--- src/source/bus_pkg.sv ---
`default_nettype none

package bus_pkg;

   // Shared memory bus widths

   // One bus word
   localparam int bus_w = 32;

   // One cache line, four bus words
   localparam int line_w = 128;

   // Line address from either cache
   localparam int addr_w = 16;

   // Words moved per line transfer
   localparam int beats = line_w / bus_w;

   // Command on the shared bus
   // Held by the master from the address phase
   // until the last acknowledged beat
   typedef enum logic [1:0] {
      bus_idle  = 2'd0,
      bus_read  = 2'd1,
      bus_write = 2'd2
   } bus_cmd_e;

endpackage

`default_nettype wire

--- src/source/bus_arbiter.sv ---
`default_nettype none

module bus_arbiter
   import bus_pkg::*;
(
   input  logic              bus_clk,
   input  logic              rst_n,
   // Bit 0 is the icache port, bit 1 the dcache port
   input  logic [1:0]        br,
   output logic [1:0]        bg,
   input  bus_cmd_e          ic_cmd,
   input  bus_cmd_e          dc_cmd,
   input  logic [addr_w-1:0] ic_addr,
   input  logic [addr_w-1:0] dc_addr,
   input  logic [bus_w-1:0]  ic_wdata,
   input  logic [bus_w-1:0]  dc_wdata,
   output bus_cmd_e          bus_cmd,
   output logic [addr_w-1:0] bus_addr,
   output logic [bus_w-1:0]  bus_wdata
);

   // Set when the dcache port held the bus last
   logic last_dc;
   // Current owner still requesting
   logic owner_req;

   assign owner_req = |(bg & br);

   always_ff @(posedge bus_clk or negedge rst_n) begin
      if (!rst_n) begin
         bg      <= 2'b00;
         // icache wins the first contention
         last_dc <= 1'b1;
      end else if (!owner_req) begin
         // Bus free or owner just let go
         if (br[0] && (!br[1] || last_dc)) begin
            bg      <= 2'b01;
            last_dc <= 1'b0;
         end else if (br[1]) begin
            bg      <= 2'b10;
            last_dc <= 1'b1;
         end else begin
            bg <= 2'b00;
         end
      end
   end

   // Drive the shared bus from the owner
   always_comb begin
      case (bg)
         2'b01: begin
            bus_cmd   = ic_cmd;
            bus_addr  = ic_addr;
            bus_wdata = ic_wdata;
         end
         2'b10: begin
            bus_cmd   = dc_cmd;
            bus_addr  = dc_addr;
            bus_wdata = dc_wdata;
         end
         default: begin
            // nobody owns the bus
            bus_cmd   = bus_idle;
            bus_addr  = '0;
            bus_wdata = '0;
         end
      endcase
   end

endmodule

`default_nettype wire

--- config.mk ---
export PLATFORM = sky130hd
export DESIGN_NAME = bus_arbiter
export DESIGN_NICKNAME = d
export VERILOG_FILES = /design/src/source/bus_pkg.sv /design/src/source/bus_arbiter.sv
export SDC_FILE = /design/constraint.sdc
export NUM_CORES = 1
export LEC_CHECK = 0
export BUFFER_PORTS_ARGS = -buffer_cell sky130_fd_sc_hd__buf_4
export CORE_AREA = 2 2 61 63
export DETAILED_ROUTE_END_ITERATION = 12
export DIE_AREA = 0 0 63 65
export GPL_TIMING_DRIVEN = 0
export HOLD_SLACK_MARGIN = 0.15
export PLACE_DENSITY = 0.85
export SLEW_MARGIN = 10
export SYNTH_ARGS = -nofsm -noshare
export SYNTH_HDL_FRONTEND = slang
export SYNTH_SLANG_ARGS = --single-unit
--- constraint.sdc ---
create_clock -name bus_clk -period 2.3 [get_ports bus_clk]
set_clock_uncertainty 0.15 [all_clocks]
set_input_delay 0.115 -clock bus_clk [delete_from_list [all_inputs] [get_ports bus_clk]]
set_output_delay 0.115 -clock bus_clk [all_outputs]
set_load 0.05 [all_outputs]
==> results of run 1 <==
[power breakdown]
part / switching [uW] / total, uW / internal (uW)
Combinational: 782 / 1240 / 459
Clock: 31.1 / 96.4 / 65.3
Sequential: 12.3 / 77.4 / 65.1
Total: 825 / 1420 / 590
[cells in the mapped netlist]
| library cell | number | area, sq um |
|---|---|---|
| buf_1 | 1 | 3.75 |
| nand2b_1 | 1 | 6.26 |
| buf_6 | 12 | 135 |
| dfstp_2 | 1 | 26.3 |
| a22oi_1 | 42 | 315 |
| a31oi_1 | 3 | 18.8 |
| nor2_1 | 50 | 188 |
| a21oi_1 | 3 | 15.0 |
| buf_2 | 5 | 25.0 |
| a22oi_2 | 8 | 100 |
| nand2_1 | 1 | 3.75 |
| dfrtp_1 | 2 | 50.1 |
| or2_1 | 1 | 6.26 |
| inv_1 | 2 | 7.51 |
| nand3_1 | 1 | 5.00 |
| ha_1 | 2 | 25.0 |
[critical path: cells and delay by family (launching register included)]
family,cells,cell delay [ns]
buffers and inverters,4,0.74
adder cells (fa/ha/maj),1,0.28
flip-flops,1,0.42
AND/OR/NAND/NOR,1,0.08
[per-stage QoR]
step	instances	setup TNS [ns]	instance area (sq um)
global route	347	0	2230
floorplan	135	-1.18	931
finish	347	0	2230
CTS	347	0	2230
global placement	338	0	2150
detailed placement	338	0	2150
[cell type report]
type	count	area, sq um	area share, %
Inverter	2	7.51	0.337
Sequential cell	3	76.3	3.42
Buffer	18	164	7.35
Tap cell	48	60.1	2.69
Clock buffer	4	26.3	1.18
Timing Repair Buffer	160	1210	54.4
Multi-Input combinational cell	112	683	30.6
[routing by layer]
metal	track usage, %	share of wire (%)	vias up	wire, um
li1	-	-	826	-
met1	22.5	36	744	1620
met3	5.03	10	4	467
met2	38.4	53	86	2390
met5	0	0	-	0
met4	5.28	0.60	0	27
[how the worst max path moves through the flow]
| stage | cells past startpoint | end |
|---|---|---|
| 6_report | 6 | bus_addr[10] |
| 5_1_grt | 6 | bus_addr[9] |
| 4_1_cts | 6 | bus_addr[0] |
| 3_5_place_dp | 6 | bus_addr[4] |
| 3_3_place_gp | 6 | bus_addr[10] |
| 2_1_floorplan | 5 | bus_addr[0] |
[flip-flops by register name (all words and copies together), names as in the netlist]
signal   cells
last_dc      1
bg           2
[repair_timing]
action,CTS,global route
endpoints found under the hold margin,6,0
gates resized for setup,0,0
hold buffers,5,0
[kinds of logic after synthesis]
family	count (synthesis)	share of synthesized area, %
compound gates	56	48.3
flops	3	8.20
buf+inv	20	18.4
simple gates	54	22.4
fa+ha+maj	2	2.69
==> flow_metrics.py, run 1 <==
metrics = {
    "route": {
        "drc": 0,
        "antenna_left": 0,
        "drt-total-wl_um": 4510,
        "routed_via_density": 4.78,
        "wl_per_cell_um": 13.0,
        "dr.pass1.iters": 4,
        "first_iter_violations": 87,
        "vias": 1660,
    },
    "timing": {
        "tightestPinTransition_ns": 0.216,
        "rsz0062_at_grt": "false",
        "report.final.slew_viol_count": 0,
        "holdWs_ns": 0.211,
        "finalCritPeriodShare_pct": 88.2,
        "final_hold_viol_count": 0,
        "setup_viol": 0,
        "fin_ws_ns": 0.272,
        "relSlewSlack_pct": 85.6,
        "fin_crit_ns": 2.03,
        "fmax_mhz": 493,
    },
    "floorplanning": {
        "rows": 22,
        "core_sq_um": 3500,
        "ios": 156,
        "die_area_sq_um": 4100,
        "die_h_um": 65,
        "start_util_pct": 26.6,
        "fp.dieW_um": 63,
    },
    "cts": {
        "cts.path.max_buffers": 2,
        "insertion_delay_ns": 0.24,
        "cts_setup_buffers": 0,
        "cts_num_sinks": 3,
        "htreeDepth": 1,
        "cts_buffers": 3,
        "clk_pin_slew_ns": 0.04,
        "root_buffer": "clkbuf_4",
        "cts_tree": "yes",
    },
    "pwr": {
        "power_density_nw_per_um2": 634,
        "p_leak_uw": 0.00117,
        "finalPower_uw": 1420,
        "peakVddDrop_uv": 413,
    },
    "global_routing": {
        "grt_remaining_overflow": 0,
        "grt_pass1_wl_um": 6910,
        "grt_start_max_net_pins": 11,
        "grt_pass1_vias": 1498,
        "antenna_found_initial": 0,
        "grt_use_total_pct": 20.3,
    },
    "placement": {
        "pre_cts_slack_ns": 0.485,
        "portBuffers": 155,
        "dpl.hpwl_um": 3540,
        "gp_congestion": 0.715,
    },
    "setup_path": {
        "slowest_stage": "dfrtp_1",
        "r2r_end": "last_dc",
        "max_stage_delay_ns": 0.42,
        "path_class": "reg2out",
        "endpoint_kind": "output pin",
        "required_ns": 2.04,
        "r2r_start": "bg[1]",
        "cp_max_fo": 10,
        "crit_start": "bg[0]",
        "r2r_slack_ns": 0.69,
        "crit_chain": "inv_1 -> ha_1 -> buf_1 -> buf_2 -> nor2_1 -> buf_4",
        "ff2ff_path_depth": 4,
        "arrival_ns": 1.76,
        "start_kind": "flip-flop",
    },
    "yosys": {
        "synthDistinctLibCells": 16,
        "yosys_warnings": 0,
        "seq_area_frac_synth_pct": 8.20,
        "avgSynthCellArea_sq_um": 6.90,
        "ys_ff_latch": 3,
        "netlist_area_sq_um": 931,
        "syn_nets": 241,
        "syn_inst": 135,
    },
    "finish": {
        "n_fill_cell": 315,
        "area_growth_pct": 140,
        "antenna_cells": 0,
        "utilization_pct": 63.8,
        "final_common_cell": "buf_4",
        "layout_common_cells": "buf_4 (155), nor2_1 (50), a22oi_1 (42), buf_6 (12), a22oi_2 (8)",
        "layout-drive-gt1-share_pct": 61.5,
        "nets": 406,
    },
    "outcome": {
        "outcome": "finished, final reports clean",
    },
    "job": {
        "drv_cap": 0,
    },
    "worst_hold_path": {
        "hold_class": "in2async",
    },
}
No activity file was read; power rests on OpenSTA's default activity.
==> run 2: changes to the inputs <==
--- a/config.mk
+++ b/config.mk
@@ -5,13 +5,14 @@
 export SDC_FILE = /design/constraint.sdc
 export NUM_CORES = 1
 export LEC_CHECK = 0
+export ABC_AREA = 1
 export BUFFER_PORTS_ARGS = -buffer_cell sky130_fd_sc_hd__buf_4
-export CORE_AREA = 2 2 61 63
+export CORE_AREA = 2 2 59 61
 export DETAILED_ROUTE_END_ITERATION = 12
-export DIE_AREA = 0 0 63 65
+export DIE_AREA = 0 0 61 63
 export GPL_TIMING_DRIVEN = 0
 export HOLD_SLACK_MARGIN = 0.15
-export PLACE_DENSITY = 0.85
+export PLACE_DENSITY = 0.9
 export SLEW_MARGIN = 10
 export SYNTH_ARGS = -nofsm -noshare
 export SYNTH_HDL_FRONTEND = slang
==> constraint.sdc (replaced) <==
create_clock -name bus_clk -period 2.6 [get_ports bus_clk]
set_clock_uncertainty 0.15 [all_clocks]
set_input_delay 0.13 -clock bus_clk [delete_from_list [all_inputs] [get_ports bus_clk]]
set_output_delay 0.13 -clock bus_clk [all_outputs]
set_load 0.05 [all_outputs]
==> run 2 against run 1 <==
Compared with the run above: non-clock buffer count is 1 higher; total power is 87% higher; via count is 10% higher; cell count is 17% higher; register-to-register slack worse by 0.22 ns; critical path type is now reg2reg; largest cell class unchanged; largest power group unchanged; highest routed layer unchanged.
==> flow_metrics.py, run 2 <==
metrics = {
    "outcome": {
        "outcome": "finished, final reports clean",
    },
    "timing": {
        "rsz0062_at_grt": "false",
        "fmax_mhz": 470,
        "relSlewSlack_pct": 86.8,
        "tightestPinTransition_ns": 0.198,
        "finalCritPeriodShare_pct": 81.8,
        "fin_ws_ns": 0.473,
        "fin_setup_tns_ns": 0,
        "holdWs_ns": 0.211,
        "final_hold_viol_count": 0,
        "setup_viol": 0,
        "report.final.slew_viol_count": 0,
        "fin_crit_ns": 2.13,
    },
    "pwr": {
        "power.share.clock_pct": 3.5,
        "comb_power_share_pct": 92.8,
        "finalPower_uw": 2640,
        "power_density_nw_per_um2": 1180,
        "peakVddDrop_uv": 765,
        "p_seq_share_pct": 3.7,
        "intPower_uw": 889,
        "p_leak_uw": 0.00119,
        "p_switching_uw": 1750,
        "p_sw_share_pct": 66.4,
    },
    "yosys": {
        "synthDistinctLibCells": 12,
        "ys_ff_latch": 3,
        "async_reset_ff_share_pct": 100,
        "yosys_warnings": 0,
        "ys.flop_type": "dfrtp_1",
        "netlist_area_sq_um": 940,
        "synth_area_leaders": "nand2_1 (45%), a21oi_1 (27%), buf_4 (7.2%)",
        "synth_top_cell_area_share_pct": 44.7,
        "yosys.area.top_type": "nand2_1",
        "synth_edf_count": 0,
        "syn_nets": 300,
        "yosysMostFrequentCell": "nand2_1",
        "avgSynthCellArea_sq_um": 4.84,
        "seq_area_frac_synth_pct": 8.12,
        "synthTopCellsByCount": "nand2_1 (112), a21oi_1 (51), buf_4 (9), inv_1 (6), buf_2 (5)",
        "syn_inst": 194,
    },
    "worst_hold_path": {
        "hold_class": "in2async",
    },
    "route": {
        "wl_per_cell_um": 11.5,
        "first_iter_violations": 77,
        "dr.pass1.iters": 4,
        "drc": 0,
        "drt-total-wl_um": 4660,
        "vias": 1833,
        "antenna_left": 0,
        "routed_via_density": 4.53,
    },
    "finish": {
        "antenna_cells": 0,
        "final_common_cell": "buf_4",
        "n_fill_cell": 307,
        "layout-drive-gt1-share_pct": 49.0,
        "top_regs": "bg (2), last_dc (1)",
        "layout_common_cells": "buf_4 (164), nand2_1 (112), a21oi_1 (51), inv_1 (6), dlygate4sd3_1 (6)",
        "largest_reg_flops": 2,
        "largest-register": "bg",
        "nets": 466,
        "area_growth_pct": 139,
    },
    "job": {
        "drv_cap": 0,
    },
    "cts": {
        "insertion_delay_ns": 0.25,
        "root_buffer": "clkbuf_4",
        "cts_buffers": 3,
        "cts.path.max_buffers": 2,
        "clk_pin_slew_ns": 0.04,
        "cts_num_sinks": 3,
        "cts_tree": "yes",
        "htreeDepth": 1,
        "post_cts_resized": 0,
        "cts_setup_buffers": 0,
    },
    "floorplanning": {
        "core_sq_um": 3230,
        "fp.dieW_um": 61,
        "rows": 21,
        "ios": 156,
        "die_h_um": 63,
        "start_util_pct": 29.1,
        "die_area_sq_um": 3840,
    },
    "global_routing": {
        "grt_remaining_overflow": 0,
        "grt_pass1_vias": 1751,
        "grt_use_total_pct": 24.0,
        "antenna_found_initial": 0,
        "grt_start_max_net_pins": 11,
        "grt_pass1_wl_um": 7320,
    },
    "setup_path": {
        "start_kind": "flip-flop",
        "cp_max_fo": 3,
        "endpoint_kind": "flip-flop",
        "arrival_ns": 2.17,
        "required_ns": 2.64,
        "r2r_slack_ns": 0.47,
        "path_class": "reg2reg",
    },
    "placement": {
        "pre_cts_slack_ns": 0.861,
        "gp_congestion": 0.863,
        "portBuffers": 155,
        "dpl.hpwl_um": 3620,
    },
}
run 2: changes by cell type after synthesis, sizes merged, moves of 3 or more:
cell	delta
inv	+4
nor2	-50
a22oi	-50
a31oi	-3
a21oi	+48
nand2	+111
run 2: power by group through the flow:
stage | clock network, uW | registers [uW] | logic (uW)
finish | 92.2 | 98.5 | 2450
global route | 96.3 | 100 | 2630
CTS | 93.0 | 96.5 | 2470
detailed placement | 0 | 95.7 | 2440
global placement | 0 | 95.5 | 2420
floorplan | 0 | 133 | 1670
run 2: kinds of logic after synthesis:
logic type                 Yosys count  share of synthesized area [%]
adders and majority gates            2                           2.66
DFF                                  3                           8.12
and+or+nand+nor                    113                           45.3
AOI/OAI and AO/OA                   52                           27.7
buffers and inverters               24                           16.2
run 2: routing by layer:
metal	track usage, %	part of all wire, %	wire, um	up-vias
met2	45.7	53	2450	89
li1	-	-	-	942
met5	0	0	0	-
met3	6.42	10	482	5
met1	24.6	36	1680	797
met4	6.25	0.86	40	0
run 2: critical path, stage by stage, from the launching register on:
cell and delay, ns:
dfstp_2 0.55, inv_1 0.04, nand2_1 0.05, nand2_1 0.04, dlygate4sd3_1 0.54, o21ai_0 0.13, dlygate4sd3_1 0.56
run 2: area by class of cell:
type | instances | area [sq um] | share of cell area (%)
Timing Repair Buffer | 161 | 1220 | 54.5
Multi-Input combinational cell | 167 | 711 | 31.6
Buffer | 18 | 130 | 5.79
Sequential cell | 3 | 76.3 | 3.40
Tap cell | 46 | 57.6 | 2.56
Clock buffer | 4 | 26.3 | 1.17
Inverter | 6 | 22.5 | 1.00
run 2: worst paths after layout:
| kind | cells past startpoint | start | end |
|---|---|---|---|
| max reg2reg | 6 | last_dc | bg[0] |
| min | 2 | rst_n | last_dc |
| max in group asynchronous | 3 | rst_n | bg[0] |
| max | 6 | last_dc | bg[0] |
| min in group bus_clk | 2 | last_dc | last_dc |
| min reg2reg | 2 | last_dc | last_dc |
run 2: through the flow:
step | instance area [sq um] | utilization [%] | cells
floorplan | 940 | - | 194
global route | 2250 | 69.5 | 405
detailed placement | 2160 | 66.9 | 395
finish | 2250 | 69.5 | 405
CTS | 2250 | 69.5 | 405
global placement | 2160 | 66.9 | 395
run 2: repair_timing:
action	4_1_cts	5_1_grt
endpoints found under the hold margin	6	0
setup endpoints to repair	0	0
hold buffers	6	0
