### config.mk
export PLATFORM = sky130hd
export DESIGN_NAME = mem_bus_port
export DESIGN_NICKNAME = d
export VERILOG_FILES = /design/src/source/bus_pkg.sv /design/src/source/mem_bus_port.sv
export SDC_FILE = /design/constraint.sdc
export NUM_CORES = 1
export LEC_CHECK = 0
export ABC_AREA = 1
export BUFFER_PORTS_ARGS = -buffer_cell sky130_fd_sc_hd__buf_2
export CORE_AREA = 2 2 135 137
export CTS_CLUSTER_DIAMETER = 80
export DETAILED_ROUTE_END_ITERATION = 8
export DIE_AREA = 0 0 137 139
export RECOVER_POWER = 50
export SETUP_SLACK_MARGIN = 0.3
export SLEW_MARGIN = 20
export SYNTH_ARGS = -nofsm -noshare
export SYNTH_HDL_FRONTEND = slang
export SYNTH_SLANG_ARGS = --single-unit
### constraint.sdc
create_clock -name bus_clk -period 7.17 [get_ports bus_clk]
set_input_delay 1.0755 -clock bus_clk [delete_from_list [all_inputs] [get_ports bus_clk]]
set_output_delay 1.0755 -clock bus_clk [all_outputs]
set_load 0.01 [all_outputs]
### src/source/bus_pkg.sv
`default_nettype none

package bus_pkg;

   // Shared memory bus widths

   // One bus word
   localparam int bus_w = 32;

   // One cache line, four bus words
   localparam int line_w = 128;

   // Line address from either cache
   localparam int addr_w = 16;

   // Words moved per line transfer
   localparam int beats = line_w / bus_w;

   // Command on the shared bus
   // Held by the master from the address phase
   // until the last acknowledged beat
   typedef enum logic [1:0] {
      bus_idle  = 2'd0,
      bus_read  = 2'd1,
      bus_write = 2'd2
   } bus_cmd_e;

endpackage

`default_nettype wire

### src/source/mem_bus_port.sv
`default_nettype none

module mem_bus_port
   import bus_pkg::*;
#(
   parameter int  mem_lines = 256,
   localparam int idx_w     = $clog2(mem_lines)
) (
   input  logic              bus_clk,
   input  logic              rst_n,
   // Shared bus, slave side
   input  bus_cmd_e          bus_cmd,
   input  logic [addr_w-1:0] bus_addr,
   input  logic [bus_w-1:0]  bus_wdata,
   output logic [bus_w-1:0]  bus_rdata,
   output logic              bus_ack,
   // Main memory
   output logic              mem_en,
   output logic              mem_wr,
   output logic [idx_w-1:0]  mem_a,
   output logic [line_w-1:0] mem_wdata,
   input  logic [line_w-1:0] mem_rdata
);

   localparam int cnt_w = $clog2(beats);

   typedef enum logic [2:0] {
      m_idle,
      m_wbeat,
      m_write,
      m_read,
      m_rbeat
   } mem_state_e;

   mem_state_e state;

   logic [cnt_w-1:0]  beat_cnt;
   logic              last_cnt;
   // Memory index, upper address bits dropped
   logic [idx_w-1:0]  a_q;
   // Write line under assembly
   logic [line_w-1:0] line_q;

   assign last_cnt = (beat_cnt == cnt_w'(beats - 1));

   always_ff @(posedge bus_clk or negedge rst_n) begin
      if (!rst_n) begin
         state    <= m_idle;
         beat_cnt <= '0;
      end else begin
         case (state)
            // Address phase
            m_idle: begin
               beat_cnt <= '0;
               if (bus_cmd == bus_write) begin
                  state <= m_wbeat;
               end else if (bus_cmd == bus_read) begin
                  state <= m_read;
               end
            end
            m_wbeat: begin
               beat_cnt <= beat_cnt + 1'b1;
               if (last_cnt) begin
                  state <= m_write;
               end
            end
            m_write: state <= m_idle;
            // Line arrives at the end of this cycle
            m_read: state <= m_rbeat;
            m_rbeat: begin
               beat_cnt <= beat_cnt + 1'b1;
               if (last_cnt) begin
                  state <= m_idle;
               end
            end
            default: state <= m_idle;
         endcase
      end
   end

   always_ff @(posedge bus_clk) begin
      if (state == m_idle && bus_cmd != bus_idle) begin
         a_q <= bus_addr[idx_w-1:0];
      end
      // Least significant word first
      if (state == m_wbeat) begin
         line_q <= {bus_wdata, line_q[line_w-1:bus_w]};
      end
   end

   // One ack per beat in either direction
   assign bus_ack   = (state == m_wbeat) || (state == m_rbeat);
   assign bus_rdata = (state == m_rbeat) ? mem_rdata[bus_w*beat_cnt +: bus_w] : '0;

   assign mem_en    = (state == m_write) || (state == m_read);
   assign mem_wr    = (state == m_write);
   assign mem_a     = a_q;
   assign mem_wdata = line_q;

endmodule

`default_nettype wire

==> summary.md, run 1 <==
| Metric | Value |
|---|---|
| CTS Buf Count | 17 |
| Period utilisation layout | 68.4% |
| Ant. Diodes | 0 |
| Pleak | between 3 and 4 nW |
| Leading area contributor after synthesis | edfxtp_1 |
| Clock tree buffer depth | 2 |
| CTS tree | done |
| CP max FO | 66 |
| Synth async-reset ratio | 3.55% |
| Post-CTS setup buffers | 0 |
| Worst path required time | 6.09 ns |
| Cell Area, Placed | 7460 um2 |
| Synthesized area | 5610 um2 |
| R2r setup slk | about 3.3 ns |
| Global route overflow | 0 |
| Final WL | 15900 um |
| Final nets | 980 |
| Seq cells post-synth | between 100 and 150 |
| FF/Latch Area | 4210 um2 |
| Share of cells above drive strength 1 | 43.8% |
| DRT Pass-1 Iters | 5 |
| Worst Skew | 0.0219 ns |
| Chip width | 137 um |
| Final Instance Count excl. Fillers | roughly 1000 |
| CP startpoint | beat_cnt[0] |
| Clock-pin transition on the worst setup and hold timing paths | 0.06 ns |
| Routability cong. | 0.835 |
| Worst Hold End | mem_wdata[9] |
| Post-placement cell count | 1007 |
| Slew Viols, Final | 126 |
| Area contributors post-synth | edfxtp_1 73%, nand2_1 9.2%, nor2_1 4.6%, a21oi_1 2.9%, o21ai_0 2.3% |
| Maxcap violations | 3 |
| Crit end category | primary output |
| Final hold viol count | 0 |
| R2r endpoint | mem_wdata[80] |
| CTS Hold Bufs | 0 |
| Number of port buffers | 342 |
| Yosys warns | 0 |
| Hold Path Cell Cnt | 0 |
| Die area | between 15000 and 20000 um2 |
| Insertion delay to the later sink of the worst-skew pair | 0.43 ns |
| Worst endpoint data arrival time | 3.83 ns |
| Syn_nets | 639 |
| Detailed-placement wirelength estimate | roughly 12000 um |
| Post-Syn Area per Cell | 12.3 um2 |
| DR iter-0 viols | 292 |
| Sequential cell area fraction in the yosys report | 75.1% |
| Cells on worst reg2reg path | 4 |
| Max-slew headroom | -91.9% |
| Post-cts sizing count | 0 |
| Tightest Hold Check Type | reg2reg |
| Via count | 4548 |
| DR vias/cell | roughly 4.4 |
| H-tree depth | 4 |
| Starting Density | 31.8% |
| Setup TNS | 0 ns |
| Worst r2r src | state[1] |
| Pwr Density | 406 nW/um2 |
| Finish-stage setup viols | 0 |
| Yosys cell types | 21 |
| Drt drc | 0 |
| Peak supply drop | about 180 uV |
| Area growth syn-to-layout | 43.0% |
| Clock root buffer | clkbuf_16 |
| Number of global-route vias before repair | about 4300 |
| Startpoint types | register |
| Worst-Margin Slew | 2.88 ns |
| Area share of the largest cell type after synthesis | 72.8% |
| Hold_sp | mem_wdata[41] |
| IO Pins | roughly 350 |
| DR WL/cell | 15.3 um |
| Post-DRT Antenna Nets | 0 |
| Status | finished, violations left |
| EDFF count, synth | 136 |
| Most frequent cell after synthesis | nand2_1 |
| Row cnt | 49 |
| Initial antenna violation count | 0 |
| RSZ-0062 raised after global routing | false |
| Fin area | between 8000 and 9000 um2 |
| Post-synth top flop | edfxtp_1 |
| FILL cells | 1691 |
| Multi-input gate area | between 1000 and 1500 um2 |
| Core box area | 17700 um2 |
| Global-route wire length before repair | 23200 um |
| Commonest cells post-synth | 137 x nand2_1, 136 x edfxtp_1, 68 x nor2_1 |
| Pin count of the biggest net entering global routing | 81 |
| Height of the die | 139 um |
| Critical path class | reg2out |
| Total Routing Usage GR | between 15 and 20% |
| Failing checks | capacitance limit, slew limit |
| Synth Instances | between 400 and 500 |
| Setup ws final | 2.26 ns |
| Minimum clock period | between 4 and 5 ns |
| Pre-CTS setup slack | 4.07 ns |
| CTS sink count | 141 |
| FMAX | 204 MHz |
[per-stage QoR]
stage	power, mW	util, %	hold slack [ns]
after CTS	3.30	45.7	0.437
final	3.25	45.4	0.435
after floorplan	2.02	-	0.499
after global placement	2.40	42.3	0.424
after detailed placement	2.42	42.3	0.428
after global routing	3.46	45.4	0.450
[final cells by class]
type,instances,area share [%]
inverters,10,0.484
clock inverters,15,2.17
clock buffers,17,5.30
flip-flops and latches,141,52.5
repair buffers,346,21.3
well taps,229,3.57
multi-input cells,281,14.7
[cell usage in the layout (no fill, tap or decap)]
master      netlist  layout
o21ai_0          26      26
inv_2             1       1
clkinv_4          0       4
clkinvlp_4        0       1
inv_6             0       4
ha_1              3       3
bufinv_16         0       1
nand2_2           1       1
clkbuf_16         0      17
nor4_1            1       1
nand4_1           1       1
clkinv_1          0       1
dfrtp_1           5       4
buf_4             4       3
nand3b_1          1       1
a21oi_1          33      33
clkinvlp_2        0       1
clkbuf_1          3      27
inv_1             9       7
nor2_1           68      68
o21ai_1           9       9
edfxtp_1        136     136
dfrtp_2           0       1
nand2_1         137     137
o22ai_1           1       1
inv_8             0       3
buf_2            10     316
clkinv_8          0       2
[worst max-delay path by stage]
stage	endpoint	slack (ns)	cells past startpoint
2_1_floorplan	mem_wdata[0]	3.57	3
3_3_place_gp	bus_rdata[12]	4.10	8
3_5_place_dp	bus_rdata[12]	4.07	8
4_1_cts	bus_rdata[12]	3.60	8
5_1_grt	bus_rdata[12]	1.88	8
6_report	bus_rdata[0]	2.26	6
[logic make-up (layout without fill, tap and decap cells)]
| kind of cell | after synthesis | after routing | synth area share (%) |
|---|---|---|---|
| and+or+nand+nor | 209 | 209 | 14.2 |
| DFF | 141 | 141 | 75.1 |
| AOI/OAI and AO/OA | 69 | 69 | 6.18 |
| adders and majority gates | 3 | 3 | 0.670 |
| buffers and inverters | 34 | 388 | 3.88 |
[per-layer routing]
| metal | track usage [%] | vias up | wire length, um |
|---|---|---|---|
| met5 | 0 | - | 0 |
| met4 | 6.51 | 0 | 288 |
| met3 | 5.52 | 23 | 1360 |
| met2 | 26.3 | 221 | 7760 |
| met1 | 19.9 | 2049 | 6490 |
| li1 | - | 2255 | - |
[flip-flops by register name, indices dropped and copies added, names as in the netlist]
| signal | flops |
|---|---|
| mem_wdata | 128 |
| beat_cnt | 2 |
| state | 3 |
| mem_a | 8 |
[worst max-delay path: stages (launching register included)]
cell and delay, ns:
dfrtp_2 0.33, clkbuf_1 2.01, inv_2 -0.03, buf_4 0.39, o21ai_0 0.33, a21oi_1 0.10, buf_2 0.17
[where the power goes]
part           total, mW  internal, mW  switching (mW)  leakage [nW]
Clock              0.869         0.496           0.373         0.290
Combinational      0.958         0.306           0.652          2.02
Sequential          1.43          1.32           0.110          1.33
Note: power is estimated with default switching activity, not from simulation.
==> run 2, diff against run 1 <==
--- a/config.mk
+++ b/config.mk
@@ -11,6 +11,7 @@
 export CTS_CLUSTER_DIAMETER = 80
 export DETAILED_ROUTE_END_ITERATION = 8
 export DIE_AREA = 0 0 137 139
+export PLACE_DENSITY = 0.65
 export RECOVER_POWER = 50
 export SETUP_SLACK_MARGIN = 0.3
 export SLEW_MARGIN = 20
==> constraint.sdc (replaced) <==
create_clock -name bus_clk -period 3.95 [get_ports bus_clk]
set_input_delay 0.5925 -clock bus_clk [delete_from_list [all_inputs] [get_ports bus_clk]]
set_output_delay 0.5925 -clock bus_clk [all_outputs]
set_load 0.01 [all_outputs]
==> run 2 against run 1 <==
The run now ends clean. Final cell count increased by 0.29%. Wire length down 2.5%. Clock skew is 0.013 ns lower. Via count up 0.18%. Clock power increased by 91%. Critical path type unchanged. Critical endpoint is now bus_rdata[13]. Largest cell class unchanged.
==> summary.md, run 2 (synthesis gave the netlist of run 1 again) <==
| Metric | Value |
|---|---|
| Status | complete, no violations |
| Area growth syn-to-layout | 43.0% |
| Period utilisation layout | roughly three quarters |
| R2r endpoint | mem_wdata[2] |
| R2r setup slk | 1.99 ns |
| Startpoint types | register |
| CP startpoint | beat_cnt[0] |
| Share of cells above drive strength 1 | 37.4% |
| Pwr Density | ~740 nW/um2 |
| Clock-pin transition on the worst setup and hold timing paths | around 0.060 ns |
| FMAX | around 340 MHz |
| Maxcap violations | 0 |
| CTS sink count | 141 |
| Slew Viols, Final | 0 |
| Drt drc | 0 |
| Core box area | 17700 um2 |
| Via count | approximately 4600 |
| Clock tree buffer depth | 2 |
| Number of global-route vias before repair | 4154 |
| Row cnt | 49 |
| Final WL | 15500 um |
| Max reg flops | 128 |
| IO Pins | between 300 and 400 |
| Clock root buffer | clkbuf_16 |
| WHS | 0.353 ns |
| Chip width | roughly 140 um |
| Critical path class | reg2out |
| DR WL/cell | between 10 and 15 um |
| Global-route wire length before repair | about 23000 um |
| Worst r2r src | state[2] |
| Routability cong. | 0.849 |
| Most frequent cells in the layout | 266 x buf_2, 137 x nand2_1, 136 x edfxtp_1, 79 x clkbuf_1, 68 x nor2_1 |
| Minimum clock period | 2.94 ns |
| Initial antenna violation count | 4 |
| Met2 Use GR | 23.8% |
| GRT Max-Usage Layer | met2 |
| Pin count of the biggest net entering global routing | 67 |
| Post-CTS setup buffers | 0 |
| Hold_sp | bus_wdata[9] |
| Crit end category | primary output |
| Post-placement cell count | 1008 |
| Starting Density | a little under a third |
| Worst-Margin Slew | 1.00 ns |
| DR iter-0 viols | 258 |
| Post-DRT Antenna Nets | 0 |
| Insertion delay to the later sink of the worst-skew pair | slightly above 0.4 ns |
| Worst path required time | 3.36 ns |
| H-tree depth | 4 |
| Worst endpoint data arrival time | about 2.4 ns |
| CTS tree | done |
| Max-slew headroom | ~33% |
| Height of the die | 139 um |
| Final Instance Count excl. Fillers | 1042 |
| CP max FO | 66 |
| DRT Pass-1 Iters | 5 |
| Total Routing Usage GR | 15.7% |
| Number of port buffers | 342 |
| CTS Buf Count | 17 |
| Peak supply drop | 381 uV |
| Pleak | 3.53 nW |
| GR Util met3 | 6.54% |
| DR vias/cell | between 4 and 5 |
| Finish-stage setup viols | 0 |
| FILL cells | between 1500 and 2000 |
| RSZ-0062 raised after global routing | false |
| Hold Path Cell Cnt | 1 |
| Final nets | 982 |
| GR Util met1 | 19.4% |
| Global route overflow | 0 |
| Tightest Hold Check Type | in2reg |
| Commonest non-fill, non-tap cell in the layout | buf_2 |
| Worst Skew | 0.00861 ns |
| Setup TNS | 0 ns |
| Cells on worst reg2reg path | 4 |
| Detailed-placement wirelength estimate | roughly 12000 um |
| Finished Core Util | between 40% and 50% |
| Worst Hold End | mem_wdata[105] |
| Die area | around 19000 um2 |
| Final hold viol count | 0 |
-- run 2: changes by cell type in the layout (fill, tap and decap cells not counted), sizes merged --
cell | previous run | this run
bufinv | 1 | 4
clkinv | 7 | 6
buf | 319 | 270
clkinvlp | 2 | 1
dlygate4sd3 | 0 | 1
inv | 15 | 11
clkbuf | 44 | 96
diode | 0 | 2
-- run 2: metrics by stage --
stage / setup slack [ns] / area (um2) / power, mW
global route: 0.783 / 8020 / 6.31
CTS: 1.03 / 8110 / 6.08
global placement: 1.49 / 7480 / 4.34
floorplan: 0.354 / 5610 / 3.67
finish: 1.01 / 8020 / 5.93
detailed placement: 1.49 / 7480 / 4.39
-- run 2: metal layers --
layer / vias to the layer above / routed length (um)
li1: 2258 / -
met5: - / 14
met4: 4 / 501
met1: 2034 / 6160
met2: 219 / 7290
met3: 41 / 1540
-- run 2: power by group --
group          switching, mW  total, mW  internal [mW]
Clock                  0.598       1.66           1.06
Combinational           1.17       1.69          0.513
Sequential             0.212       2.58           2.37
-- run 2: cell type report --
class                   instances  area [um2]  area share (%)
inverters                      10        40.0           0.500
clock inverters                12         188            2.34
flip-flops and latches        141        4210            52.5
repair buffers                348        1670            20.9
clock buffers                  19         433            5.40
multi-input cells             281        1180            14.7
diodes                          2        5.00          0.0624
well taps                     229         287            3.57
-- run 2: worst max path at each step --
stage / endpoint / slack (ns) / cells after the start
6_report: bus_rdata[13] / 1.01 / 4
3_5_place_dp: bus_rdata[14] / 1.49 / 6
3_3_place_gp: bus_rdata[14] / 1.49 / 6
4_1_cts: bus_rdata[14] / 1.03 / 6
5_1_grt: bus_rdata[13] / 0.78 / 6
2_1_floorplan: mem_wdata[0] / 0.35 / 3
-- run 2: repair_timing --
item,4_1_cts,5_1_grt
hold endpoints to repair,5,0
hold buffers,1,0
resized for setup,0,0
-- run 2: worst max-delay path, stage by stage, from the launching register on --
cell and delay (ns):
dfrtp_2 0.40, inv_2 0.70, o21ai_0 0.42, a21oi_1 0.22, buf_2 0.16
==> run 3, diff against run 2 <==
--- a/config.mk
+++ b/config.mk
@@ -7,11 +7,10 @@
 export LEC_CHECK = 0
 export ABC_AREA = 1
 export BUFFER_PORTS_ARGS = -buffer_cell sky130_fd_sc_hd__buf_2
-export CORE_AREA = 2 2 135 137
+export CORE_AREA = 2 2 136 138
 export CTS_CLUSTER_DIAMETER = 80
 export DETAILED_ROUTE_END_ITERATION = 8
-export DIE_AREA = 0 0 137 139
-export PLACE_DENSITY = 0.65
+export DIE_AREA = 0 0 138 140
 export RECOVER_POWER = 50
 export SETUP_SLACK_MARGIN = 0.3
 export SLEW_MARGIN = 20
==> constraint.sdc (replaced) <==
create_clock -name bus_clk -period 3 [get_ports bus_clk]
set_input_delay 0.45 -clock bus_clk [delete_from_list [all_inputs] [get_ports bus_clk]]
set_output_delay 0.45 -clock bus_clk [all_outputs]
set_load 0.01 [all_outputs]
==> run 3 against run 2 <==
Critical endpoint is now bus_ack. Setup slack worse by 0.45 ns. Highest routed layer is now met4. Register-to-register slack got worse by 0.89 ns. Sequential power increased by 32%. Combinational power is 37% higher. Die area is 1.5% higher. Worst hold slack got worse by 0.15 ns.
==> summary.md, run 3 (synthesis gave the netlist of run 1 again) <==
| Metric | Value |
|---|---|
| CP max FO | 34 |
| Chip width | 138 um |
| Hold Path Cell Cnt | 1 |
| Maxcap violations | 0 |
| Design Power | a little under 8 mW |
| Period utilisation layout | between 80% and 90% |
| Hold_sp | bus_wdata[11] |
| Pleak | 3.55 nW |
| CTS tree | done |
| Starting Density | about a third |
| Crit end category | primary output |
| Peak supply drop | 493 uV |
| Row cnt | 49 |
| Slowest cell delay on critical path | 0.54 ns |
| Crit-path cells | nor2_1 > nand2_2 > nand2_1 > buf_2 |
| Drt drc | 0 |
| Final Instance Count excl. Fillers | 1046 |
| Worst-Margin Slew | 0.729 ns |
| Max-slew headroom | 51.2% |
| DR WL/cell | 15.3 um |
| Die area | 19300 um2 |
| Routability cong. | around 0.86 |
| Clock-pin transition on the worst setup and hold timing paths | 0.06 ns |
| Clock tree buffer depth | 2 |
| Height of the die | 140 um |
| FILL cells | 1726 |
| Minimum clock period | 2.44 ns |
| Pre-CTS setup slack | 0.992 ns |
| H-tree depth | 4 |
| DR vias/cell | approximately 4.4 |
| Slew Viols, Final | 0 |
| FF/Latch Area | 4210 um2 |
| DR iter-0 viols | ~300 |
| IO Pins | 351 |
| Commonest non-fill, non-tap cell in the layout | buf_2 |
| Max reg flops | 128 |
| Post-placement cell count | 1012 |
| Final nets | 986 |
| Number of global-route vias before repair | 4490 |
| Clock root buffer | clkbuf_16 |
| Post-CTS setup buffers | 0 |
| Worst path required time | ~2.6 ns |
| Final hold viol count | 0 |
| Detailed-placement wirelength estimate | 11900 um |
| Worst Skew | 0.00721 ns |
| Total Routing Usage GR | 16.0% |
| DRT Pass-1 Iters | 4 |
| Worst r2r src | state[2] |
| Area growth syn-to-layout | 43.9% |
| Worst Hold End | mem_wdata[107] |
| Pin count of the biggest net entering global routing | 75 |
| Finish-stage setup viols | 0 |
| Most frequent cells in the layout | 264 x buf_2, 137 x nand2_1, 136 x edfxtp_1, 80 x clkbuf_1, 68 x nor2_1 |
| Insertion delay to the later sink of the worst-skew pair | between 0.4 and 0.5 ns |
| Startpoint types | register |
| Multi-input gate area | 1180 um2 |
| Core box area | 17800 um2 |
| Worst endpoint data arrival time | about 2.0 ns |
| Status | complete, no violations |
| RSZ-0062 raised after global routing | false |
| Initial antenna violation count | 1 |
| Slowest-stage cell, CP | nand2_2 |
| CTS sink count | 141 |
| Global route overflow | 0 |
| Critical path class | reg2out |
| WHS | ~0.21 ns |
| Via count | 4609 |
| FMAX | between 400 and 500 MHz |
| Setup TNS | 0 ns |
| Tightest Hold Check Type | in2reg |
| CTS Buf Count | 17 |
| Number of port buffers | 342 |
| Pwr Density | 975 nW/um2 |
| Setup ws final | approximately 0.56 ns |
| R2r setup slk | between 1 and 1.5 ns |
| Share of cells above drive strength 1 | between 30% and 40% |
| Global-route wire length before repair | 23900 um |
| R2r endpoint | mem_wdata[47] |
| Cells on worst reg2reg path | 4 |
| Final WL | 16000 um |
| Post-DRT Antenna Nets | 0 |
[run 3: critical path: cells and delay by family (launching register included)]
family | cells | cell delay, ns
and+or+nand+nor | 3 | 0.90
DFF | 1 | 0.45
buffers and inverters | 1 | 0.23
[run 3: routing by layer]
layer	wire (um)	track usage [%]	vias to the layer above
li1	-	-	2264
met1	5990	18.1	2063
met2	8080	27.0	244
met3	1430	6.39	38
met4	498	7.09	0
met5	0	0	-
[run 3: how the worst max path moves through the flow]
stage / cells past startpoint / slack (ns) / end / startpoint
after floorplan: 3 / 0.13 / mem_wdata[0] / state[2]
after global placement: 4 / 0.96 / bus_ack / state[1]
after detailed placement: 4 / 0.99 / bus_ack / state[1]
after CTS: 4 / 0.52 / bus_ack / state[0]
after global routing: 4 / 0.36 / bus_rdata[12] / state[1]
final: 4 / 0.56 / bus_ack / state[0]
[run 3: report_power, final]
group | internal [mW] | switching [mW] | total (mW)
clock | 1.33 | 0.826 | 2.15
sequential | 3.12 | 0.277 | 3.40
combinational | 0.741 | 1.58 | 2.32
total | 5.19 | 2.68 | 7.87
[run 3: through the flow]
stage,cell area [um2],util (%)
after detailed placement,7550,42.4
after global routing,8070,45.4
after floorplan,5610,-
after global placement,7550,42.4
final,8070,45.4
after CTS,8170,45.9
[run 3: what timing repair did]
item | in CTS | in global routing
resized for setup | 0 | 0
hold buffers | 1 | 0
hold endpoints to repair | 5 | 0
[run 3: cell type report]
| class | count | share of cell area (%) |
|---|---|---|
| diodes | 1 | 0.0310 |
| clock buffers | 18 | 5.32 |
| clock inverters | 14 | 2.26 |
| inverters | 10 | 0.512 |
| multi-input cells | 281 | 14.6 |
| flip-flops and latches | 141 | 52.2 |
| well taps | 229 | 3.55 |
| repair buffers | 352 | 21.5 |
