### src/source/bus_pkg.sv
`default_nettype none

package bus_pkg;

   // Shared memory bus widths

   // One bus word
   localparam int bus_w = 32;

   // One cache line, four bus words
   localparam int line_w = 128;

   // Line address from either cache
   localparam int addr_w = 16;

   // Words moved per line transfer
   localparam int beats = line_w / bus_w;

   // Command on the shared bus
   // Held by the master from the address phase
   // until the last acknowledged beat
   typedef enum logic [1:0] {
      bus_idle  = 2'd0,
      bus_read  = 2'd1,
      bus_write = 2'd2
   } bus_cmd_e;

endpackage

`default_nettype wire

### src/source/cache_bus_port.sv
`default_nettype none

module cache_bus_port
   import bus_pkg::*;
(
   input  logic              bus_clk,
   input  logic              rst_n,
   // Cache side
   input  logic              en,
   input  logic              wr,
   input  logic [addr_w-1:0] a,
   input  logic [line_w-1:0] write_data,
   output logic [line_w-1:0] read_data,
   output logic              rdy,
   // Arbiter side
   output logic              br,
   input  logic              bg,
   // Shared bus
   output bus_cmd_e          cmd,
   output logic [addr_w-1:0] addr,
   output logic [bus_w-1:0]  wdata,
   input  logic [bus_w-1:0]  bus_rdata,
   input  logic              bus_ack
);

   localparam int cnt_w = $clog2(beats);

   typedef enum logic [2:0] {
      c_idle,
      c_req,
      c_addr,
      c_data,
      c_done
   } cache_state_e;

   cache_state_e state;

   // Captured request
   logic              wr_q;
   logic [addr_w-1:0] a_q;
   // Write words shift out at the bottom, read words shift in at the top
   logic [line_w-1:0] line_q;
   logic [cnt_w-1:0]  beat_cnt;
   // Beat accepted by the slave while we own the bus
   logic              beat_ok;
   logic              last_beat;

   assign beat_ok   = bus_ack && bg && (state == c_data);
   assign last_beat = beat_ok && (beat_cnt == cnt_w'(beats - 1));

   always_ff @(posedge bus_clk or negedge rst_n) begin
      if (!rst_n) begin
         state    <= c_idle;
         wr_q     <= 1'b0;
         beat_cnt <= '0;
      end else begin
         case (state)
            c_idle: begin
               if (en) begin
                  wr_q  <= wr;
                  state <= c_req;
               end
            end
            // Waiting for grant
            c_req: begin
               if (bg) begin
                  state <= c_addr;
               end
            end
            c_addr: begin
               beat_cnt <= '0;
               state    <= c_data;
            end
            c_data: begin
               if (beat_ok) begin
                  beat_cnt <= beat_cnt + 1'b1;
               end
               if (last_beat) begin
                  state <= c_done;
               end
            end
            // One cycle of rdy
            c_done: state <= c_idle;
            default: state <= c_idle;
         endcase
      end
   end

   // Line data path
   always_ff @(posedge bus_clk) begin
      if (state == c_idle && en) begin
         a_q    <= a;
         line_q <= write_data;
      end else if (beat_ok) begin
         line_q <= {bus_rdata, line_q[line_w-1:bus_w]};
      end
      // Read result only changes when a read completes
      if (last_beat && !wr_q) begin
         read_data <= {bus_rdata, line_q[line_w-1:bus_w]};
      end
   end

   // Request held through address and data phases
   assign br  = (state == c_req) || (state == c_addr) || (state == c_data);
   assign rdy = (state == c_done);

   always_comb begin
      if (state == c_addr || state == c_data) begin
         cmd = wr_q ? bus_write : bus_read;
      end else begin
         cmd = bus_idle;
      end
   end

   assign addr  = a_q;
   // Lowest word not yet sent
   assign wdata = line_q[bus_w-1:0];

endmodule

`default_nettype wire

### config.mk
export PLATFORM = sky130hd
export DESIGN_NAME = cache_bus_port
export DESIGN_NICKNAME = d
export VERILOG_FILES = /design/src/source/bus_pkg.sv /design/src/source/cache_bus_port.sv
export SDC_FILE = /design/constraint.sdc
export NUM_CORES = 1
export LEC_CHECK = 0
export BUFFER_PORTS_ARGS = -buffer_cell sky130_fd_sc_hd__clkbuf_2
export CAP_MARGIN = 20
export CORE_MARGIN = 8
export CORE_UTILIZATION = 50
export CTS_CLUSTER_SIZE = 10
export DETAILED_ROUTE_END_ITERATION = 10
export GPL_ROUTABILITY_DRIVEN = 0
export PLACE_DENSITY = 0.91
export SLEW_MARGIN = 15
export SYNTH_ARGS = -nofsm -noshare
export SYNTH_HDL_FRONTEND = slang
export SYNTH_SLANG_ARGS = --single-unit
### constraint.sdc
create_clock -name bus_clk -period 12.6 [get_ports bus_clk]
set_input_delay 2.52 -clock bus_clk [delete_from_list [all_inputs] [get_ports bus_clk]]
set_output_delay 2.52 -clock bus_clk [all_outputs]
set_load 0.05 [all_outputs]
==> flow_results.org, run 1 <==
** Layout
- The top cell types in the final layout, fill and taps aside, are 361 x sky130_fd_sc_hd__clkbuf_2, 272 x sky130_fd_sc_hd__edfxtp_1, 76 x sky130_fd_sc_hd__mux2_1.
- The net count of the finished layout is just over 1000.
- Design area :: approximately 0.013 sq mm
- Most common library cell in the layout ignoring fill and taps :: sky130_fd_sc_hd__clkbuf_2
- For this run, the share of the core covered by cells in the final layout is 0.6487.
- Proportion of layout cells with a drive suffix above 1 :: 0.5411
- Layout overhead on the synthesized area :: 27.45%

** Routing
- After detailed routing, the number of remaining DRC violations is 0.
- The detail route stage leaves a number of antenna-violating nets equal to 0.
- Violation count after the first detailed-route iteration :: 331
- Via/cell ratio :: slightly above 5
- Summing over every cut layer, the via total after detailed routing is 5679.
- Drt total wl :: 23.79 mm
- In the final routed layout, each cell accounts on average for approximately 21 um.
- Number of detailed-routing iterations run before antenna repair :: 4

** Yosys
- Post-synthesis cell area :: between 0.01 and 0.015 sq mm
- Counting distinct cell types in the post-synthesis netlist gives 24.
- The share of the Yosys chip area taken by registers is 0.8077.
- In the post-synthesis netlist, the biggest area contributors are sky130_fd_sc_hd__edfxtp_1 79%, sky130_fd_sc_hd__mux2_1 8.3%, sky130_fd_sc_hd__mux2_2 5.7%, sky130_fd_sc_hd__buf_4 3.0%, sky130_fd_sc_hd__dfrtp_1 1.5%.
- Each instance of the synthesized netlist takes up on average 21.10 sq um.
- Cell type contributing the most total cell area after synthesis :: sky130_fd_sc_hd__edfxtp_1
- Share of the synthesized area in the top cell type :: 0.7931
- Syn nets :: 671
- Count of synthesis-stage warnings from yosys :: 0
- After technology mapping, the gate count stands at about 500.
- Post-synthesis register bit count :: around 280

** Setup path
- In this run the worst path has a maximum fanout of between 70 and 80.
- Count of buffering cells on the critical path with inverters included :: 3
- Cell breakdown of the critical path :: clkbuf_2, nor4b_4, buf_4, a41o_4, buf_4
- At the worst endpoint, the arrival time is 5.19 ns.
- Worst endpoint required time :: around 13 ns
- Crit path capture type :: register
- Cell with the most instances on the worst path :: sky130_fd_sc_hd__buf_4
- On the critical path the largest part of the delay comes from buffers and inverters.
- Largest stage delay on the critical path :: 0.86 ns
- STA classifies the critical path startpoint as an input pin.
- On the critical path, the stage with the largest delay is an instance of sky130_fd_sc_hd__buf_4.
- The critical path is of the in2reg type.

** Global route
- Global routing finished with a remaining overflow of 0.
- Across every metal layer, demand over resource in global routing totals 0.1816.
- Number of antenna violations at the first check in global routing :: 2
- The via count of the first global-routing pass was 6233.
- In the global route stage, met1 resource usage came out at 0.1997.
- Maximum number of pins on one net before global-route repair :: between 80 and 90
- In this run the most used layer during global routing was met2.
- Wire length of the first global-routing pass :: between 30 and 40 mm
- GR Util met2 :: 0.3170
- Met3 Track Usage GR :: 0.07316

** STA
- Accumulated negative setup slack :: 0 ns
- For this run, the top clock speed supported by timing is 0.1962 GHz.
- Setup repair after global routing missed its margin :: no
- Pins Over Slew Limit :: 0
- Shortest period the worst path allows :: roughly 5 ns
- Of the available clock period, the critical path in the final layout requires 0.4045.
- In this run the tightest slew margin relative to its limit is 0.2782.
- The final-report hold violation count is 0.
- Number of setup violations in the final report :: 0
- Final critical-path setup slack :: 7.503 ns
- Least-Margin Pin Slew :: 1.083 ns
- Layout Skew :: 0.01246 ns

** Pwr
- In this run the static leakage power is about 0.0051 uW.
- Total power :: approximately 2400 uW
- IR analysis of the VDD net gives a maximum drop of 0.1620 mV.
- PD cells :: between 150 and 200 mW/mm^2

** Place
- The placed instances occupy a cell area of between 0.01 and 0.015 sq mm.
- IO Port Bufs :: roughly 360
- OpenSTA, run right after detailed placement, puts the worst setup slack at 6.975 ns.
- Post-detailed-placement half-perimeter wirelength :: 16.92 mm

** Flow run
- Max-cap violations in this run came to 0.

** Clocking
- After clock tree synthesis, the clock-pin slew on the worst setup and hold paths is 0.05 ns.
- At the later pin of the worst-skew pair, clock insertion delay measures about 0.49 ns.
- Worst-case clock buffer depth :: 3
- The root buffer cell chosen for the clock tree is sky130_fd_sc_hd__clkbuf_16.
- TritonCTS built the clock tree.
- For this design, the CTS-stage hold fixing added 0 buffers.
- CTS Sinks :: about 280
- Number of buffers added by the clock tree synthesis step :: 34
- Post-cts gate resize count :: 0
- Number of post-CTS setup repair buffers :: 0
- CTS H-tree lvls :: 2

** Min path
- Worst hold path type :: reg2reg

** Run status
- Result of the run :: finished clean

** Die
- Vertical die dimension :: 159.5 um
- After floorplanning, the core was sized to cover about 0.02 sq mm.
- Die area :: around 0.025 sq mm
- Number of I/O pins :: roughly 360
- Floorplan row count :: between 50 and 60
- Floorplan die width :: ~160 um
- Initial core utilization :: 0.5090
kinds of logic (layout without fill, tap and decap cells):
group	after synthesis	after routing	share of synthesized area
other cells	0	1	0
fa+ha+maj	1	1	0.001215
flops	278	278	0.8077
compound gates	7	7	0.004616
simple gates	25	25	0.01312
mux	128	128	0.1400
buf+inv	49	413	0.03341
layer usage:
layer | wire length (um) | part of all wire
met1 | 8620 | 0.36
met2 | 12330 | 0.52
met3 | 2295 | 0.096
met4 | 535 | 0.022
met5 | 9 | 0.00038
metrics by stage:
step,std cells,hold WS [ns]
final,1123,0.4361
after global routing,1123,0.4495
after CTS,1122,0.4413
after detailed placement,1076,0.4286
after global placement,1076,0.4202
after floorplan,488,0.4187
state kept, by name, summed over array words and instances (netlist names):
name       count
line_q       128
addr          16
beat_cnt       2
state          3
read_data    128
wr_q           1
report_power, final:
part	total [uW]	internal, uW	switching [uW]
logic	354	99.6	254
clock network	849	522	327
registers	1220	1170	50.6
layout make-up:
| cell class | instances | area, sq um |
|---|---|---|
| Inverter | 1 | 3.754 |
| Timing Repair Buffer | 366 | 1844 |
| Tap cell | 270 | 337.8 |
| Antenna cell | 1 | 2.502 |
| Clock inverter | 3 | 17.52 |
| Fill cell | 1364 | 7109 |
| Clock buffer | 43 | 948.4 |
| Sequential cell | 278 | 8318 |
| Multi-Input combinational cell | 161 | 1653 |
worst paths after layout:
path | startpoint | endpoint | slack (ns) | cells past startpoint
hold / removal | line_q[82]$_DFFE_PP_ | read_data[50]$_DFFE_PP_ | 0.44 | 0
setup / recovery | en | line_q[113]$_DFFE_PP_ | 7.50 | 5
min in group asynchronous | rst_n | wr_q$_DFFE_PN0P_ | 1.86 | 1
max in group asynchronous | rst_n | beat_cnt[0]$_DFFE_PN0P_ | 10.58 | 1
setup reg to reg | state[0]$_DFFE_PN0P_ | line_q[113]$_DFFE_PP_ | 8.99 | 4
hold reg to reg | line_q[82]$_DFFE_PP_ | read_data[50]$_DFFE_PP_ | 0.44 | 0
Yosys cell counts (all sizes together):
library cell,n
a211oi,1
a21oi,2
a41o,1
and2,1
buf,46
clkbuf,2
dfrtp,6
edfxtp,272
ha,1
inv,1
mux2,128
nand2,7
nand2b,2
nand3,3
nand4,1
nor2,6
nor2b,1
nor3,2
nor4b,1
o211ai,2
o21ai,1
or2,1
(Power assumes the default switching activity.)
==> run 2: changes to the inputs <==
- CORE_UTILIZATION: 50 -> 45
- PLACE_DENSITY: 0.91 -> 0.87
- clock period: 12.6 -> 4.5 ns (I/O delays scaled with it)
==> run 2 against run 1 <==
Global-route usage shrank 1.7 points. Clock power grew to 2.6 times the previous value. Count of clock-buffer cells in the layout grew 14. Sequential power grew to 2.8 times the previous value. Final cell count grew 2.2%. Register-to-register slack lost 6.7 ns. Clock skew grew 0.0013 ns. Utilization shrank 6.9 points. First-iteration DRC count shrank 1.2%. Sequential share of layout area grew 0.16 points. Largest cell class unchanged.
==> flow_results.org, run 2 (synthesized netlist as in run 1, its figures left out) <==
** Layout
- Layout overhead on the synthesized area :: 27.13%
- Net total in the final layout :: 1022 (-0.29%)
- The diode insertion count for antenna repair came to 0 (-1).
- The fraction of final layout cells with drive strength greater than 1 was 0.5249 (-0.01617).
- The total non-filler cell area in the finished layout came to 0.01309 sq mm (-0.25%).
- The library cell used most frequently in the layout, excluding fill and tap cells, is sky130_fd_sc_hd__clkbuf_2.
- Leading cell types in the layout, fill and taps excluded :: 361 x sky130_fd_sc_hd__clkbuf_2, 272 x sky130_fd_sc_hd__edfxtp_1, 76 x sky130_fd_sc_hd__mux2_1

** STA
- Number of setup violations in the final report :: 0 (unchanged)
- The number of pins with negative max-slew slack in the final report was 0 (unchanged).
- Headroom to the max-slew limit :: 0.4044 (+0.1262)
- The setup slack after layout was 1.833 ns (-5.670 ns).
- The final setup skew came to 0.01375 ns (+0.001291 ns).
- The final-report hold violation count was 0 (unchanged).
- Fmax :: roughly 0.37 GHz
- Shortest period the worst path allows :: about 2.7 ns
- Setup repair after global routing missed its margin :: no
- The transition at the pin with the smallest max-transition slack came to 0.8933 ns (-0.1893 ns).
- Share of the clock period used by the worst path after layout :: 0.5927

** Flow run
- The max capacitance violation total was 0 (unchanged).

** Setup path
- Worst-path fanout max :: 7 (-91%)
- The critical path goes through nand2b_1, nor2_1, clkbuf_2.
- The worst register-to-register path ends at line_q[2]$_DFFE_PP_.
- The largest individual stage delay along the critical path comes from the cell sky130_fd_sc_hd__dfrtp_1.
- CP delay by family, top :: flip-flops
- The data arrival time of the worst path came to 1.77 ns (-3.42 ns).
- Crit path depth :: 3 (-2)
- Startpoint of the worst register-to-register path :: state[0]$_DFFE_PN0P_
- Count of buffering cells on the critical path with inverters included :: 1 (-2)
- Worst endpoint required time :: 3.60 ns (-9.10 ns)
- The internal reg-to-reg setup slack is 2.29 ns (-6.70 ns).
- Setup Crit Path Kind :: reg2out
- Largest stage delay on the critical path :: 0.47 ns (-0.39 ns)
- The depth of the worst register-to-register path came to 3 (-1).
- Crit path launch type :: register
- Crit path capture type :: output pin

** Global route
- The number of antenna violations at the first check in global routing came to 0 (-2).
- Global-route total usage across every layer :: 0.1645 (-0.01711)
- The global-route wire length before repair came to 36.41 mm (+0.72%).
- Maximum number of pins on one net before global-route repair :: 129 (+59%)
- Via count of the first global-routing pass :: 6262 (+0.47%)
- Final global-route overflow total :: 0 (unchanged)

** Die
- The y dimension of the die is 167.3 um (+4.9%).
- The area of the core came to 0.02257 sq mm (+12%).
- Die area :: 0.02798 sq mm (+10%)
- The count of pins on the block boundary came to 362 (unchanged).
- The horizontal die dimension came to 167.3 um (+4.9%).
- The starting density of the core is 0.4563 (-0.05270).
- The standard-cell row count is 55 (+5.8%).

** Routing
- Via/cell ratio :: 4.871 (-3.7%)
- ANT nets after route :: 0 (unchanged)
- Violation count after the first detailed-route iteration :: 327 (-1.2%)
- # DRC :: 0 (unchanged)
- The final wirelength is 24.03 mm (+1.0%).
- The number of vias after detailed routing came to 5592 (-1.5%).
- The average wire length per cell after detail routing was 20.93 um (-1.2%).
- The number of iterations in the first detailed-routing pass came to 4 (unchanged).

** Min path
- In this run the worst hold path is classified as in2async.

** Place
- The post-detailed-placement cell area is 0.01222 sq mm (+0.51%).
- The number of buffers added on ports was 361 (unchanged).
- Post-placement setup slack :: 1.944 ns (-5.031 ns)
- The detailed-placement wirelength estimate was 17.37 mm (+2.7%).

** Run status
- The flow ran to the end, and the final reports show no timing, DRC or antenna violations.

** Clocking
- Clock transition at the registers of the reported paths :: 0.06 ns (about the same)
- TritonCTS built the clock tree.
- Clock tree synthesis selected as its root buffer the cell sky130_fd_sc_hd__clkbuf_16.
- Post-cts gate resize count :: 0 (unchanged)
- The TritonCTS sink count came to 278 (unchanged).
- CTS H-tree lvls :: 1 (-1)
- The number of CTS-inserted buffers was 31 (-8.8%).
- Clock latency at the later pin of the worst-skew pair :: 0.53 ns (+0.04 ns)
- The maximum root-to-sink buffer count came to 3 (unchanged).
- Hold-fix buffers at CTS :: 0 (unchanged)
- The buffers inserted during post-CTS setup optimization came to 0 (unchanged).

** Pwr
- Static leakage power :: 0.005067 uW (-1.0%)
- PD cells :: 504.8 mW/mm^2 (+170%)
- Worst vdd rail ir drop :: 0.5840 mV (+260%)
## run 2: how the worst max path moves through the flow
stage                                     from                endpoint
final                     state[2]$_DFFE_PN0P_                  cmd[0]
after global routing      state[2]$_DFFE_PN0P_                  cmd[0]
after CTS                 state[2]$_DFFE_PN0P_                  cmd[1]
after detailed placement                    en    line_q[99]$_DFFE_PP_
after global placement                      en     line_q[3]$_DFFE_PP_
after floorplan                             bg  read_data[0]$_DFFE_PP_
## run 2: final cells by class
type	count	area, sq um
Fill cell	1696	9479
Sequential cell	278	8318
Timing Repair Buffer	366	1882
Multi-Input combinational cell	161	1659
Clock buffer	57	873.3
Tap cell	285	356.6
Inverter	1	3.754
## run 2: stage by stage
stage | utilization | total power (uW) | TNS (ns) | instances | hold slack [ns]
floorplan | - | 4199 | -7.926 | 488 | 0.4187
global placement | 0.5414 | 4429 | 0 | 1091 | 0.4200
detailed placement | 0.5414 | 4479 | 0 | 1091 | 0.4274
CTS | 0.5800 | 6678 | 0 | 1148 | 0.1583
global route | 0.5800 | 6854 | 0 | 1148 | 0.1701
finish | 0.5800 | 6609 | 0 | 1148 | 0.1894
## run 2: where the power goes
| part | switching [uW] | leakage (uW) | internal (uW) |
|---|---|---|---|
| clock | 909 | 0.000413 | 1290 |
| combinational | 714 | 0.00210 | 287 |
| sequential | 141 | 0.00256 | 3270 |
## run 2: routing by layer
layer	up-vias	routed length [um]	global-route usage
li1	2579	-	-
met4	0	433	0.04542
met1	2738	8872	0.1800
met2	242	12470	0.2950
met3	33	2256	0.06137
met5	-	0	0
==> run 3: changes to the inputs <==
- clock period: 4.5 -> 2.15 ns (I/O delays scaled with it)
==> run 3 against run 2 <==
Clock skew is 0.0019 ns higher. Clock power is 100% higher. Global-route usage is 0.36 points higher. Largest power group unchanged. Critical path depth is 1 higher. Sequential cell count stayed put. Worst setup slack worse by 1.7 ns. Cell area is 1.1% higher. Worst hold slack worse by 0.12 ns.
==> flow_results.org, run 3 (synthesized netlist as in run 1, its figures left out) <==
** Run status
- Result of the run :: finished clean

** Global route
- Global-route total usage across every layer :: 0.1682 (+0.003636)
- The pin count of the biggest net entering global routing came to 67 (-48%).
- The via count of the first global-routing pass came to 6400 (+2.2%).
- The sum of overflow across all layers after global routing came to 0 (unchanged).
- Wire length of the first global-routing pass :: 37.00 mm (+1.6%)
- Number of antenna violations at the first check in global routing :: 0 (unchanged)

** Pwr
- Static leakage power :: 0.005157 uW (+1.8%)
- PD cells :: 1041 mW/mm^2 (+110%)
- The total power was 13780 uW (+110%).
- The highest ir drop seen on vdd is 0.8613 mV (+47%).

** STA
- Shortest period the worst path allows :: slightly above 2 ns
- The transition at the pin with the smallest max-transition slack was 0.3857 ns (-0.5076 ns).
- Final critical-path setup slack :: 0.08714 ns (-1.746 ns)
- The final-report hold violation count is 0 (unchanged).
- Layout Skew :: 0.01565 ns (+0.001904 ns)
- The normalized max-slew margin is 0.7439 (+0.3395).
- Pins Over Slew Limit :: 0 (unchanged)
- Static timing analysis puts the maximum clock frequency at 0.4848 GHz.
- The final count of negative-setup-slack endpoints came to 0 (unchanged).
- Dividing the final minimum period by the clock period gives 0.9595.
- The final-layout worst hold slack is 0.07137 ns (-0.1180 ns).
- Setup repair after global routing missed its margin :: no

** Clocking
- In this run the clock root is driven by a sky130_fd_sc_hd__clkbuf_16.
- The TritonCTS sink count came to 278 (unchanged).
- Clock transition at the registers of the reported paths :: 0.05 ns (about the same)
- Worst-case clock buffer depth :: 3 (unchanged)
- The buffers inserted during post-CTS setup optimization was 0 (unchanged).
- The number of CTS-inserted buffers was 31 (unchanged).
- Clock latency at the later pin of the worst-skew pair :: 0.53 ns (about the same)
- CTS H-tree lvls :: 1 (unchanged)
- CTS tree :: built

** Layout
- Layout overhead on the synthesized area :: 28.57%
- Proportion of layout cells with a drive suffix above 1 :: 0.5409 (+0.01603)
- The diode insertion count for antenna repair was 0 (unchanged).
- Leaving out fill and tap cells, the most frequent cells in the layout are 358 x sky130_fd_sc_hd__clkbuf_2, 272 x sky130_fd_sc_hd__edfxtp_1, 76 x sky130_fd_sc_hd__mux2_1.
- Net total in the final layout :: 1038 (+1.6%)
- The final core utilization was 0.5866 (+0.006597).
- Leaving out fill and tap cells, the most frequent cell in the layout is sky130_fd_sc_hd__clkbuf_2.
- Number of standard cells in the layout, taps in and fillers out :: 1152 (+0.35%)

** Setup path
- The worst setup path is launched from a register.
- STA classifies the critical path endpoint as a register.
- The worst setup path is of the reg2reg kind.
- Worst endpoint required time :: 2.33 ns (-1.27 ns)
- The peak fanout along the critical path was 66 (+59).
- Critical path data arrival time :: 2.25 ns (+0.48 ns)

** Place
- The worst setup slack before clock tree synthesis is 0.1247 ns (-1.819 ns).
- IO Port Bufs :: 361 (unchanged)
- Post-detailed-placement half-perimeter wirelength :: 18.09 mm (+4.2%)
- DP Cell Count :: 1106 (+1.4%)

** Routing
- The iteration-0 DRC count of the detailed router was 368 (+13%).
- The number of vias after detailed routing was 5710 (+2.1%).
- Via/cell ratio :: 4.957 (+1.8%)
- The number of iterations in the first detailed-routing pass is 4 (unchanged).
- ANT nets after route :: 0 (unchanged)
- The average wire length per cell after detail routing is 21.25 um (+1.5%).
- The final wirelength is 24.48 mm (+1.9%).
- # DRC :: 0 (unchanged)

** Die
- The count of pins on the block boundary was 362 (unchanged).
- Floorplan die width :: 167.3 um (unchanged)
- The area of the core was 0.02257 sq mm (unchanged).
- The area enclosed by the die boundary was 0.02798 sq mm (unchanged).
- Vertical die dimension :: 167.3 um (unchanged)
- The starting density of the core is 0.4563 (unchanged).
- Floorplan row count :: 55 (unchanged)

** Min path
- In this run the worst hold path is classified as in2reg.

** Flow run
- Max-cap violations :: 0 (unchanged)
-- run 3: worst max-delay path, cell delays in order (launching register included) --
cell	delay, ns
sky130_fd_sc_hd__dfrtp_1	0.49
sky130_fd_sc_hd__nor4b_4	0.44
sky130_fd_sc_hd__buf_6	0.25
sky130_fd_sc_hd__a41o_4	0.18
sky130_fd_sc_hd__buf_16	0.28
-- run 3: per-layer routing --
layer / track usage / share of wire
met5: 0 / 0
met4: 0.04193 / 0.023
met3: 0.06019 / 0.089
met2: 0.3124 / 0.53
met1: 0.1780 / 0.36
-- run 3: final timing paths --
kind | slack (ns) | end | startpoint | depth (start not counted)
min in group asynchronous | 0.26 | wr_q$_DFFE_PN0P_ | rst_n | 2
max in group asynchronous | 1.74 | beat_cnt[1]$_DFFE_PN0P_ | rst_n | 2
worst min-delay path | 0.07 | addr[10]$_DFFE_PP_ | a[10] | 1
worst min register to register | 0.44 | read_data[72]$_DFFE_PP_ | line_q[104]$_DFFE_PP_ | 0
worst max register to register | 0.09 | line_q[91]$_DFFE_PP_ | state[1]$_DFFE_PN0P_ | 4
worst max-delay path | 0.09 | line_q[91]$_DFFE_PP_ | state[1]$_DFFE_PN0P_ | 4
-- run 3: repair_timing --
action                                  4_1_cts  5_1_grt
resized for setup                             4        6
endpoints found under the setup margin        2       72
endpoints found under the hold margin         6        0
hold buffers                                  1        0
-- run 3: area by class of cell --
type                            count  area (sq um)
Inverter                            1         3.754
Tap cell                          285         356.6
Timing Repair Buffer              382          2068
Clock buffer                       45         828.3
Multi-Input combinational cell    161          1667
Sequential cell                   278          8318
Fill cell                        1694          9330
-- run 3: power by group --
group	internal, uW	switching, uW	leakage (uW)
Clock	2600	1840	0.000399
Sequential	6840	278	0.00256
Combinational	688	1530	0.00220
-- run 3: stage by stage --
| stage | setup TNS [ns] | instance area, sq um |
|---|---|---|
| after global placement | 0 | 12370 |
| after floorplan | -410.58 | 10320 |
| after CTS | 0 | 13220 |
| final | 0 | 13240 |
| after detailed placement | 0 | 12370 |
| after global routing | 0 | 13240 |
